**src/dma_cfg_pkg.sv**
```systemverilog
// Configuration constants: buffer depth, bus widths, data-memory window, AXI size codes

package dma_cfg_pkg;

   // ********************
   // Command buffer
   localparam int DMA_DEPTH = 4;
   localparam int DMA_PTR_W = $clog2(DMA_DEPTH);

   // ********************
   // Bus widths
   localparam int TAG_W  = 4;   // AXI id
   localparam int ADDR_W = 32;
   localparam int DATA_W = 64;
   localparam int STRB_W = DATA_W / 8;

   // ********************
   // Data-memory window
   localparam logic [ADDR_W-1:0] DCCM_BASE       = 32'hF004_0000;
   localparam logic [ADDR_W-1:0] DCCM_SIZE_BYTES = 32'h0001_0000;   // 64 KiB

   // AXI size codes
   localparam logic [2:0] SZ_BYTE  = 3'd0;
   localparam logic [2:0] SZ_HALF  = 3'd1;
   localparam logic [2:0] SZ_WORD  = 3'd2;
   localparam logic [2:0] SZ_DWORD = 3'd3;

endpackage

```
**src/dma_bus_pkg.sv**
```systemverilog
// Bus payload structs, merged command, memory request/response, response codes, check result

package dma_bus_pkg;

   import dma_cfg_pkg::*;

   // AXI response codes
   typedef logic [1:0] resp_t;
   localparam resp_t RESP_OKAY   = 2'b00;
   localparam resp_t RESP_SLVERR = 2'b10;   // Misalignment or ECC error
   localparam resp_t RESP_DECERR = 2'b11;   // Outside the window

   // ********************
   // AXI channel beats
   typedef struct packed {
      logic [TAG_W-1:0]  id;
      logic [ADDR_W-1:0] addr;
      logic [2:0]        size;
   } axi_aw_t;                              // Also the AR payload

   typedef struct packed {
      logic [DATA_W-1:0] data;
      logic [STRB_W-1:0] strb;
   } axi_w_t;

   typedef struct packed {
      logic [TAG_W-1:0] id;
      resp_t            resp;
   } axi_b_t;

   typedef struct packed {
      logic [TAG_W-1:0]  id;
      resp_t             resp;
      logic [DATA_W-1:0] data;
   } axi_r_t;

   // ********************
   // Merged command as stored in the buffer
   typedef struct packed {
      logic              write;
      logic [ADDR_W-1:0] addr;
      logic [2:0]        size;
      logic [STRB_W-1:0] strb;
      logic [DATA_W-1:0] wdata;
      logic [TAG_W-1:0]  tag;
   } bus_cmd_t;

   // Memory port, tag is the buffer index
   typedef struct packed {
      logic [DMA_PTR_W-1:0] tag;
      logic [ADDR_W-1:0]    addr;
      logic [2:0]           size;
      logic                 write;
      logic [DATA_W-1:0]    wdata;
   } mem_req_t;

   typedef struct packed {
      logic [DMA_PTR_W-1:0] tag;
      logic [DATA_W-1:0]    rdata;
      logic                 ecc_error;
   } mem_rsp_t;

   typedef enum logic [1:0] {CHK_OK, CHK_ADDR, CHK_ALIGN} chk_err_t;

endpackage

```
**src/dma_chan_buf.sv**
```systemverilog
// One-entry holding buffer for a single AXI channel beat

`timescale 1ns/1ps

module dma_chan_buf
   import dma_bus_pkg::*;
#(
   parameter type payload_t = axi_aw_t
) (
   input  logic     clk,
   input  logic     rst_n,
   input  logic     in_valid,
   input  payload_t in_data,
   output logic     in_ready,
   input  logic     release_buf,   // Consumer takes the held beat
   output logic     buf_valid,
   output payload_t buf_data
);

   logic accept;

   // Free now, or freed by the release in this cycle
   assign in_ready = ~buf_valid | release_buf;
   assign accept   = in_valid & in_ready;

   always_ff @(posedge clk or negedge rst_n) begin
      if (!rst_n) begin
         buf_valid <= 1'b0;
      end else if (accept) begin
         buf_valid <= 1'b1;         // A new beat wins over the release
      end else if (release_buf) begin
         buf_valid <= 1'b0;
      end
   end

   // Payload only moves on acceptance
   always_ff @(posedge clk) begin
      if (accept) begin
         buf_data <= in_data;
      end
   end

endmodule

```
**src/dma_bus_arb.sv**
```systemverilog
// Merges the write and read channel beats into one command, alternating priority

`timescale 1ns/1ps

module dma_bus_arb
   import dma_bus_pkg::*;
(
   input  logic     clk,
   input  logic     rst_n,
   input  logic     wr_addr_valid,
   input  axi_aw_t  wr_addr,
   input  logic     wr_data_valid,
   input  axi_w_t   wr_data,
   input  logic     rd_addr_valid,
   input  axi_aw_t  rd_addr,
   input  logic     cmd_ready,
   output logic     cmd_valid,
   output bus_cmd_t cmd,
   output logic     wr_release,
   output logic     rd_release
);

   logic wr_ok;      // Both AW and W beats held
   logic sel_wr;
   logic wr_prio;    // 1 gives the write side priority
   logic cmd_sent;

   assign wr_ok     = wr_addr_valid & wr_data_valid;
   assign sel_wr    = (wr_ok & rd_addr_valid) ? wr_prio : wr_ok;
   assign cmd_valid = wr_ok | rd_addr_valid;
   assign cmd_sent  = cmd_valid & cmd_ready;

   assign wr_release = cmd_sent & sel_wr;
   assign rd_release = cmd_sent & ~sel_wr;

   // Command fields
   always_comb begin
      cmd.write = sel_wr;
      cmd.addr  = sel_wr ? wr_addr.addr : rd_addr.addr;
      cmd.size  = sel_wr ? wr_addr.size : rd_addr.size;
      cmd.tag   = sel_wr ? wr_addr.id : rd_addr.id;
      cmd.strb  = wr_data.strb;    // Don't care for reads
      cmd.wdata = wr_data.data;
   end

   // ********************
   // Priority flips on every sent command, write goes first out of reset
   always_ff @(posedge clk or negedge rst_n) begin
      if (!rst_n) begin
         wr_prio <= 1'b1;
      end else if (cmd_sent) begin
         wr_prio <= ~wr_prio;
      end
   end

endmodule

```
**src/dma_access_check.sv**
```systemverilog
// Window and alignment check of the head command, memory address and size fix-up

`timescale 1ns/1ps

module dma_access_check
   import dma_cfg_pkg::*;
   import dma_bus_pkg::*;
(
   input  bus_cmd_t          head_cmd,
   output chk_err_t          chk_err,
   output logic [ADDR_W-1:0] mem_addr,
   output logic [2:0]        mem_size
);

   logic [ADDR_W-1:0] offset;
   logic              in_window;
   logic              misaligned;
   logic              bad_write;
   logic              upper_only;   // Strobes F0
   logic              lower_only;   // Strobes 0F
   logic [STRB_W-1:0] strb;
   logic [2:0]        size;
   logic [ADDR_W-1:0] addr;

   assign strb = head_cmd.strb;
   assign size = head_cmd.size;
   assign addr = head_cmd.addr;

   // Unsigned offset also catches addresses below the base
   assign offset    = addr - DCCM_BASE;
   assign in_window = offset < DCCM_SIZE_BYTES;

   assign upper_only = strb == 8'hF0;
   assign lower_only = strb == 8'h0F;

   // ********************
   // Alignment to the access size
   assign misaligned = ((size == SZ_HALF) & addr[0]) |
                       ((size == SZ_WORD) & (|addr[1:0])) |
                       ((size == SZ_DWORD) & (|addr[2:0]));

   // Write rules: word or larger, strobes covering whole words
   always_comb begin
      bad_write = 1'b0;
      if (head_cmd.write) begin
         if (size < SZ_WORD) begin
            bad_write = 1'b1;
         end else if (size == SZ_WORD) begin
            // Nibble picked by address bit 2
            bad_write = addr[2] ? (strb[7:4] != 4'hF) : (strb[3:0] != 4'hF);
         end else if (size == SZ_DWORD) begin
            bad_write = ~(lower_only | upper_only | (strb == 8'hFF));
         end
      end
   end

   always_comb begin
      if (!in_window) begin
         chk_err = CHK_ADDR;
      end else if (misaligned | bad_write) begin
         chk_err = CHK_ALIGN;
      end else begin
         chk_err = CHK_OK;
      end
   end

   // Half-filled double-word writes go out as one word
   assign mem_addr = (head_cmd.write & upper_only) ? {addr[ADDR_W-1:3], 1'b1, addr[1:0]} : addr;
   assign mem_size = (head_cmd.write & (upper_only | lower_only)) ? SZ_WORD : size;

endmodule

```
**src/dma_cmd_fifo.sv**
```systemverilog
// Circular command buffer with issue to memory, tagged read return and in-order AXI response

`timescale 1ns/1ps

module dma_cmd_fifo
   import dma_cfg_pkg::*;
   import dma_bus_pkg::*;
(
   input  logic              clk,
   input  logic              rst_n,
   input  logic              cmd_valid,
   input  bus_cmd_t          cmd,
   output logic              cmd_ready,
   output bus_cmd_t          head_cmd,
   input  chk_err_t          chk_err,
   input  logic [ADDR_W-1:0] mem_addr,
   input  logic [2:0]        mem_size,
   output logic              mem_req_valid,
   output mem_req_t          mem_req,
   input  logic              mem_ready,
   input  logic              mem_rsp_valid,
   input  mem_rsp_t          mem_rsp,
   output logic              b_valid,
   output axi_b_t            b,
   input  logic              b_ready,
   output logic              r_valid,
   output axi_r_t            r,
   input  logic              r_ready,
   output logic              busy
);

   // Entry status
   logic [DMA_DEPTH-1:0] ent_valid;
   logic [DMA_DEPTH-1:0] ent_pend;    // Read issued, data outstanding
   logic [DMA_DEPTH-1:0] ent_done;
   resp_t                ent_err  [DMA_DEPTH];
   logic [DATA_W-1:0]    ent_data [DMA_DEPTH];
   bus_cmd_t             ent_cmd  [DMA_DEPTH];

   logic [DMA_PTR_W-1:0] wr_ptr, iss_ptr, rsp_ptr;

   logic      cmd_sent;
   logic      head_live, head_err, issue;
   logic      rsp_valid, rsp_sent;
   resp_t     head_resp;
   logic [DMA_DEPTH-1:0] cmd_en, iss_en, err_en, ret_en, clr_en;

   function automatic logic [DMA_PTR_W-1:0] ptr_inc(input logic [DMA_PTR_W-1:0] p);
      return (p == DMA_PTR_W'(DMA_DEPTH - 1)) ? '0 : p + 1'b1;
   endfunction

   // In-order buffer: full exactly when the slot at the write pointer is taken
   assign cmd_ready = ~ent_valid[wr_ptr];
   assign cmd_sent  = cmd_valid & cmd_ready;
   assign busy      = |ent_valid;

   // ********************
   // Issue side
   assign head_cmd  = ent_cmd[iss_ptr];
   assign head_live = ent_valid[iss_ptr] & ~ent_pend[iss_ptr] & ~ent_done[iss_ptr];
   assign head_err  = head_live & (chk_err != CHK_OK);
   assign head_resp = (chk_err == CHK_ADDR) ? RESP_DECERR : RESP_SLVERR;

   assign mem_req_valid = head_live & (chk_err == CHK_OK);
   assign issue         = mem_req_valid & mem_ready;

   always_comb begin
      mem_req.tag   = iss_ptr;
      mem_req.addr  = mem_addr;
      mem_req.size  = mem_size;
      mem_req.write = head_cmd.write;
      mem_req.wdata = head_cmd.wdata;
   end

   // ********************
   // Response side, strictly from the response pointer
   assign rsp_valid = ent_valid[rsp_ptr] & ent_done[rsp_ptr];
   assign b_valid   = rsp_valid & ent_cmd[rsp_ptr].write;
   assign r_valid   = rsp_valid & ~ent_cmd[rsp_ptr].write;
   assign rsp_sent  = (b_valid & b_ready) | (r_valid & r_ready);

   always_comb begin
      b.id   = ent_cmd[rsp_ptr].tag;
      b.resp = ent_err[rsp_ptr];
      r.id   = ent_cmd[rsp_ptr].tag;
      r.resp = ent_err[rsp_ptr];
      r.data = ent_data[rsp_ptr];
   end

   // Pointers
   always_ff @(posedge clk or negedge rst_n) begin
      if (!rst_n) begin
         wr_ptr  <= '0;
         iss_ptr <= '0;
         rsp_ptr <= '0;
      end else begin
         if (cmd_sent)         wr_ptr  <= ptr_inc(wr_ptr);
         if (issue | head_err) iss_ptr <= ptr_inc(iss_ptr);
         if (rsp_sent)         rsp_ptr <= ptr_inc(rsp_ptr);
      end
   end

   // ********************
   // Per-entry state
   for (genvar i = 0; i < DMA_DEPTH; i++) begin : g_ent
      assign cmd_en[i] = cmd_sent & (wr_ptr == DMA_PTR_W'(i));
      assign iss_en[i] = issue & (iss_ptr == DMA_PTR_W'(i));
      assign err_en[i] = head_err & (iss_ptr == DMA_PTR_W'(i));
      assign ret_en[i] = mem_rsp_valid & ent_pend[i] & (mem_rsp.tag == DMA_PTR_W'(i));
      assign clr_en[i] = rsp_sent & (rsp_ptr == DMA_PTR_W'(i));

      always_ff @(posedge clk or negedge rst_n) begin
         if (!rst_n) begin
            ent_valid[i] <= 1'b0;
            ent_pend[i]  <= 1'b0;
            ent_done[i]  <= 1'b0;
            ent_err[i]   <= RESP_OKAY;
         end else if (clr_en[i]) begin
            ent_valid[i] <= 1'b0;
            ent_pend[i]  <= 1'b0;
            ent_done[i]  <= 1'b0;
            ent_err[i]   <= RESP_OKAY;
         end else begin
            if (cmd_en[i]) ent_valid[i] <= 1'b1;
            if (iss_en[i]) begin
               ent_pend[i] <= ~ent_cmd[i].write;   // Writes finish when taken
               ent_done[i] <= ent_cmd[i].write;
            end
            if (err_en[i]) begin
               ent_done[i] <= 1'b1;
               ent_err[i]  <= head_resp;
            end
            if (ret_en[i]) begin
               ent_pend[i] <= 1'b0;
               ent_done[i] <= 1'b1;
               ent_err[i]  <= mem_rsp.ecc_error ? RESP_SLVERR : RESP_OKAY;
            end
         end
      end

      // Command and response data
      always_ff @(posedge clk) begin
         if (cmd_en[i]) ent_cmd[i] <= cmd;
         if (err_en[i]) begin
            ent_data[i] <= DATA_W'(ent_cmd[i].addr);   // Offending address
         end else if (ret_en[i]) begin
            ent_data[i] <= mem_rsp.rdata;
         end
      end
   end

endmodule

```
**src/dma_ctrl.sv**
```systemverilog
// DMA slave controller top: channel buffers, arbiter, command buffer and access check

`timescale 1ns/1ps

module dma_ctrl
   import dma_cfg_pkg::*;
   import dma_bus_pkg::*;
(
   input  logic     clk,
   input  logic     rst_n,
   // AXI write
   input  logic     aw_valid,
   output logic     aw_ready,
   input  axi_aw_t  aw,
   input  logic     w_valid,
   output logic     w_ready,
   input  axi_w_t   w,
   output logic     b_valid,
   input  logic     b_ready,
   output axi_b_t   b,
   // AXI read
   input  logic     ar_valid,
   output logic     ar_ready,
   input  axi_aw_t  ar,
   output logic     r_valid,
   input  logic     r_ready,
   output axi_r_t   r,
   // Memory port
   output logic     mem_req_valid,
   output mem_req_t mem_req,
   input  logic     mem_ready,
   input  logic     mem_rsp_valid,
   input  mem_rsp_t mem_rsp,
   output logic     dma_active
);

   logic              aw_buf_valid, w_buf_valid, ar_buf_valid;
   axi_aw_t           aw_buf, ar_buf;
   axi_w_t            w_buf;
   logic              wr_release, rd_release;
   logic              cmd_valid, cmd_ready;
   bus_cmd_t          cmd, head_cmd;
   chk_err_t          chk_err;
   logic [ADDR_W-1:0] mem_addr;
   logic [2:0]        mem_size;
   logic              busy;

   // ********************
   // Channel buffers, AW and W are released together
   dma_chan_buf #(.payload_t(axi_aw_t)) u_aw_buf (
      .clk, .rst_n, .in_valid(aw_valid), .in_data(aw), .release_buf(wr_release),
      .in_ready(aw_ready), .buf_valid(aw_buf_valid), .buf_data(aw_buf));

   dma_chan_buf #(.payload_t(axi_w_t)) u_w_buf (
      .clk, .rst_n, .in_valid(w_valid), .in_data(w), .release_buf(wr_release),
      .in_ready(w_ready), .buf_valid(w_buf_valid), .buf_data(w_buf));

   dma_chan_buf #(.payload_t(axi_aw_t)) u_ar_buf (
      .clk, .rst_n, .in_valid(ar_valid), .in_data(ar), .release_buf(rd_release),
      .in_ready(ar_ready), .buf_valid(ar_buf_valid), .buf_data(ar_buf));

   dma_bus_arb u_arb (
      .clk, .rst_n,
      .wr_addr_valid(aw_buf_valid), .wr_addr(aw_buf),
      .wr_data_valid(w_buf_valid), .wr_data(w_buf),
      .rd_addr_valid(ar_buf_valid), .rd_addr(ar_buf),
      .cmd_ready, .cmd_valid, .cmd, .wr_release, .rd_release);

   dma_access_check u_check (.head_cmd, .chk_err, .mem_addr, .mem_size);

   dma_cmd_fifo u_fifo (
      .clk, .rst_n, .cmd_valid, .cmd, .cmd_ready, .head_cmd,
      .chk_err, .mem_addr, .mem_size,
      .mem_req_valid, .mem_req, .mem_ready, .mem_rsp_valid, .mem_rsp,
      .b_valid, .b, .b_ready, .r_valid, .r, .r_ready, .busy);

   assign dma_active = aw_buf_valid | w_buf_valid | ar_buf_valid | busy;   // Anything held

endmodule

```
**config.mk**
```make
export PLATFORM = sky130hd
export DESIGN_NAME = dma_ctrl
export DESIGN_NICKNAME = d
export VERILOG_FILES = /design/src/dma_cfg_pkg.sv /design/src/dma_bus_pkg.sv /design/src/dma_chan_buf.sv /design/src/dma_bus_arb.sv /design/src/dma_access_check.sv /design/src/dma_cmd_fifo.sv /design/src/dma_ctrl.sv
export SDC_FILE = /design/constraint.sdc
export NUM_CORES = 1
export LEC_CHECK = 0
export ABC_AREA = 0
export BUFFER_PORTS_ARGS = -buffer_cell sky130_fd_sc_hd__buf_4
export CORE_ASPECT_RATIO = 1.25
export CORE_MARGIN = 2
export CORE_UTILIZATION = 54
export DETAILED_ROUTE_END_ITERATION = 10
export PLACE_DENSITY = 0.75
export SLEW_MARGIN = 20
export SYNTH_ARGS = -nofsm -noshare
export SYNTH_HDL_FRONTEND = slang
export SYNTH_SLANG_ARGS = --single-unit
```
**constraint.sdc**
```tcl
create_clock -name clk -period 18.87 [get_ports clk]
set_clock_uncertainty 0.15 [all_clocks]
set_input_delay 1.887 -clock clk [delete_from_list [all_inputs] [get_ports clk]]
set_output_delay 1.887 -clock clk [all_outputs]
set_load 0.01 [all_outputs]
```
==> metrics.txt <==
# TYPE chip_impl_metric gauge
chip_impl_metric{name="number_of_synthesized_flops_with_an_enable_pin",unit=""} 854
chip_impl_metric{name="ctsLongestPathBuffers",unit=""} 3
chip_impl_metric{name="setup_total_negative_slack",unit="ns"} 0
chip_impl_metric{name="clk_latency",unit="ns"} 0.63
chip_impl_metric{name="dpl.hpwl",unit="mm"} 49.7
chip_impl_metric{name="routed_length_per_instance",unit="um"} 26.6
chip_impl_metric{name="drive_above_1_share",unit=""} 0.410
chip_impl_metric{name="cts.hold.buffers_added",unit=""} 0
chip_impl_metric{name="timing.final.max_slew_violations",unit=""} 0
chip_impl_metric{name="syn_to_final_growth",unit="%"} 19.1
chip_impl_metric{name="max_stage_delay",unit="ns"} 0.89
chip_impl_metric{name="slew_headroom",unit=""} 0.256
chip_impl_metric{name="gr-usage-all-layers",unit=""} 0.240
chip_impl_info{name="cp_common_cell",value="sky130_fd_sc_hd__buf_4"} 1
chip_impl_metric{name="nNetsFinal",unit=""} 2302
chip_impl_info{name="criticalPathCategory",value="reg -> out"} 1
chip_impl_info{name="slowest_stage",value="sky130_fd_sc_hd__dfrtp_4"} 1
chip_impl_info{name="ys_top_cells_by_area",value="sky130_fd_sc_hd__edfxtp_1 74%, sky130_fd_sc_hd__mux4_2 11%, sky130_fd_sc_hd__mux2_2 4.0%"} 1
chip_impl_metric{name="preCtsSetupSlack",unit="ns"} 12.04
chip_impl_metric{name="worstMarginPinSlew",unit="ns"} 1.12
chip_impl_metric{name="die_w",unit="um"} 231
chip_impl_metric{name="antenna_found_initial",unit=""} 9
chip_impl_metric{name="cp.required",unit="ns"} 16.83
chip_impl_metric{name="core_area",unit="sq um"} 64200
chip_impl_info{name="yosys.cell_count.top_type",value="sky130_fd_sc_hd__edfxtp_1"} 1
chip_impl_info{name="worst_path_dominant_cell_family",value="buffers and inverters"} 1
chip_impl_metric{name="fillers",unit=""} 4263
chip_impl_metric{name="worst_ir_drop_vdd",unit="mV"} 0.206
chip_impl_metric{name="overflow",unit=""} 0
chip_impl_metric{name="placement.io_buffers",unit=""} 410
chip_impl_info{name="cts.root.buffer_cell",value="sky130_fd_sc_hd__clkbuf_16"} 1
chip_impl_metric{name="final.min_clock_period",unit="ns"} 7.32
chip_impl_metric{name="detail-route-antenna-nets",unit=""} 0
chip_impl_metric{name="ioPinCount",unit=""} 411
chip_impl_metric{name="post-cts-setup-buffer-count",unit=""} 0
chip_impl_metric{name="critPathArrivalTime",unit="ns"} 5.28
chip_impl_info{name="dominantRegCellSynth",value="sky130_fd_sc_hd__edfxtp_1"} 1
chip_impl_metric{name="post_cts.resized_instances",unit=""} 0
chip_impl_metric{name="max_freq",unit="MHz"} 137
chip_impl_metric{name="dieArea",unit="sq um"} 66600
chip_impl_metric{name="async_flop_share",unit=""} 0.0339
chip_impl_info{name="synth_top_area_cell",value="sky130_fd_sc_hd__edfxtp_1"} 1
chip_impl_metric{name="cellPowerDensity",unit="nW/um^2"} 177
chip_impl_info{name="hold_class",value="reg -> reg"} 1
chip_impl_metric{name="worstPathBufferInverterCount",unit=""} 3
chip_impl_metric{name="synthesis.instances",unit=""} 1623
chip_impl_metric{name="first_pass_grt_wire_length",unit="mm"} 117
chip_impl_metric{name="post-route-worst-setup-slack",unit="ns"} 11.55
chip_impl_metric{name="num_rows",unit=""} 104
chip_impl_metric{name="cts_num_sinks",unit=""} 884
chip_impl_metric{name="globalplace.congestion",unit=""} 0.807
chip_impl_metric{name="worst_hold_slack",unit="ns"} 0.346
chip_impl_metric{name="synth-seq-cells",unit=""} 884
chip_impl_info{name="cp-end-kind",value="output pin"} 1
chip_impl_metric{name="cts.htree.levels",unit=""} 3
chip_impl_info{name="clock_tree_from_tritoncts",value="built"} 1
chip_impl_metric{name="drt_pass1_iterations",unit=""} 5
chip_impl_metric{name="first_global_vias",unit=""} 18100
chip_impl_metric{name="final-setup-viol-count",unit=""} 0
chip_impl_metric{name="die_span_y",unit="um"} 288
chip_impl_metric{name="routed_wirelength",unit="mm"} 79.4
chip_impl_metric{name="synth-warning-count",unit=""} 0
chip_impl_metric{name="avgViaCountPerCell",unit=""} 5.80
chip_impl_metric{name="clk_transition_reported_paths",unit="ns"} 0.07
chip_impl_metric{name="synth_top_area_frac",unit=""} 0.736
chip_impl_metric{name="synth.avg_cell_area",unit="sq um"} 21.5
chip_impl_metric{name="vias",unit=""} 17300
chip_impl_metric{name="numCtsBuffers",unit=""} 83
chip_impl_metric{name="syn_nets",unit=""} 1861
chip_impl_metric{name="hold_viol_final",unit=""} 0
chip_impl_metric{name="final.period_utilization",unit=""} 0.388
chip_impl_info{name="critical_path.cell_chain",value="buf_4, buf_4, mux4_2, or4_1, nand3_1, and4_1, o21a_1, buf_4"} 1
chip_impl_info{name="worst_setup_path_start_kind",value="flop"} 1
chip_impl_metric{name="synth_seq_area_share",unit=""} 0.758
chip_impl_metric{name="drt_drc_violations_left",unit=""} 0
chip_impl_metric{name="leakage",unit="nW"} 14.3
chip_impl_info{name="outcome",value="finished, final reports clean"} 1
chip_impl_metric{name="ys_types",unit=""} 56
chip_impl_metric{name="pin_count_of_the_biggest_net_entering_global_routing",unit=""} 65
chip_impl_info{name="grt_setup_unrepaired",value="false"} 1
chip_impl_info{name="synthTopCellsByCount",value="854 x sky130_fd_sc_hd__edfxtp_1, 169 x sky130_fd_sc_hd__mux4_2, 137 x sky130_fd_sc_hd__and2_1"} 1
chip_impl_metric{name="path_max_fanout",unit=""} 44
chip_impl_metric{name="cell_area_after_synthesis",unit="sq um"} 34800
chip_impl_metric{name="cap_viol_max_count",unit=""} 0
chip_impl_metric{name="drt_first_iter_violations",unit=""} 1417
chip_impl_metric{name="initial_core_util",unit=""} 0.543
[through the flow]
stage	util	total power, W	std cells	area (sq um)
6_report	0.647	0.00732	2981	41500
5_1_grt	0.647	0.00765	2979	41500
4_1_cts	0.646	0.00741	2977	41400
3_5_place_dp	0.604	0.00576	2825	38800
3_3_place_gp	0.604	0.00569	2825	38800
2_1_floorplan	-	0.00464	1623	34800
[layout by cell type (no fill, tap or decap), drive strengths merged, types with 5 or more instances in the layout]
cell type	netlist	layout
a21oi	20	20
and2	138	138
buf	41	434
bufinv	0	8
clkbuf	37	105
clkinv	0	33
dfrtp	29	29
edfxtp	854	854
ha	12	12
inv	14	18
mux2	167	167
mux4	181	181
nand2	27	27
nand2b	5	5
nor2	11	11
nor3b	5	5
o21a	6	6
o21ai	19	19
[final timing paths]
path,start,endpoint,slack [ns],cells after the start
max in group asynchronous,rst_n,u_arb.wr_prio$_DFFE_PN1P_,17.18,1
max,u_fifo.iss_ptr[0]$_DFFE_PN0P_,mem_req_valid,11.55,8
min in group asynchronous,rst_n,u_fifo.ent_err[7]$_DFFE_PN0P_,1.05,1
max reg2reg,u_fifo.iss_ptr[0]$_DFFE_PN0P_,u_fifo.ent_data[0][20]$_DFFE_PP_,12.14,10
min reg2reg,u_w_buf.buf_data[50]$_DFFE_PP_,u_fifo.ent_cmd[0][46]$_DFFE_PP_,0.35,0
min,u_w_buf.buf_data[50]$_DFFE_PP_,u_fifo.ent_cmd[0][46]$_DFFE_PP_,0.35,0
[flip-flops by register name, indices dropped and copies added, names as in the netlist, 4 cells and up]
register / cells
u_ar_buf.buf_data: 39
u_aw_buf.buf_data: 39
u_fifo.ent_cmd: 448
u_fifo.ent_data: 256
u_fifo.ent_done: 4
u_fifo.ent_err: 8
u_fifo.ent_pend: 4
u_fifo.ent_valid: 4
u_w_buf.buf_data: 72
[metal layers]
metal / vias up / track usage / wire length (um)
met5: - / 0 / 106
met2: 701 / 0.405 / 40600
met4: 16 / 0.0634 / 1530
met1: 8945 / 0.305 / 29500
met3: 115 / 0.0749 / 7580
li1: 7509 / - / -
[where the power goes]
part	switching, W	internal [W]
sequential	0.000263	0.00299
combinational	0.00136	0.00108
clock	0.000701	0.000934
total	0.00232	0.00500
[cells by family (layout without fill, tap and decap cells)]
kind of cell | count (synthesis) | after routing | synth area share
other | 0 | 2 | 0
XOR/XNOR | 1 | 1 | 0.000251
AND/OR/NAND/NOR | 216 | 216 | 0.0366
buffers and inverters | 92 | 600 | 0.0146
AO/OA/AOI/OAI | 69 | 69 | 0.0140
flip-flops | 884 | 884 | 0.758
multiplexers | 349 | 349 | 0.173
adder cells (fa/ha/maj) | 12 | 12 | 0.00431
[area by class of cell]
type / count / area, sq um / area share
sequential: 884 / 26400 / 0.637
multi-input combinational: 647 / 8010 / 0.193
timing repair buffer: 434 / 3300 / 0.0795
clock buffer: 105 / 2180 / 0.0526
tap: 848 / 1060 / 0.0256
clock inverter: 47 / 473 / 0.0114
inverter: 14 / 52.6 / 0.00127
antenna: 2 / 5.00 / 0.000121
Power figures use the tool's default switching activity.
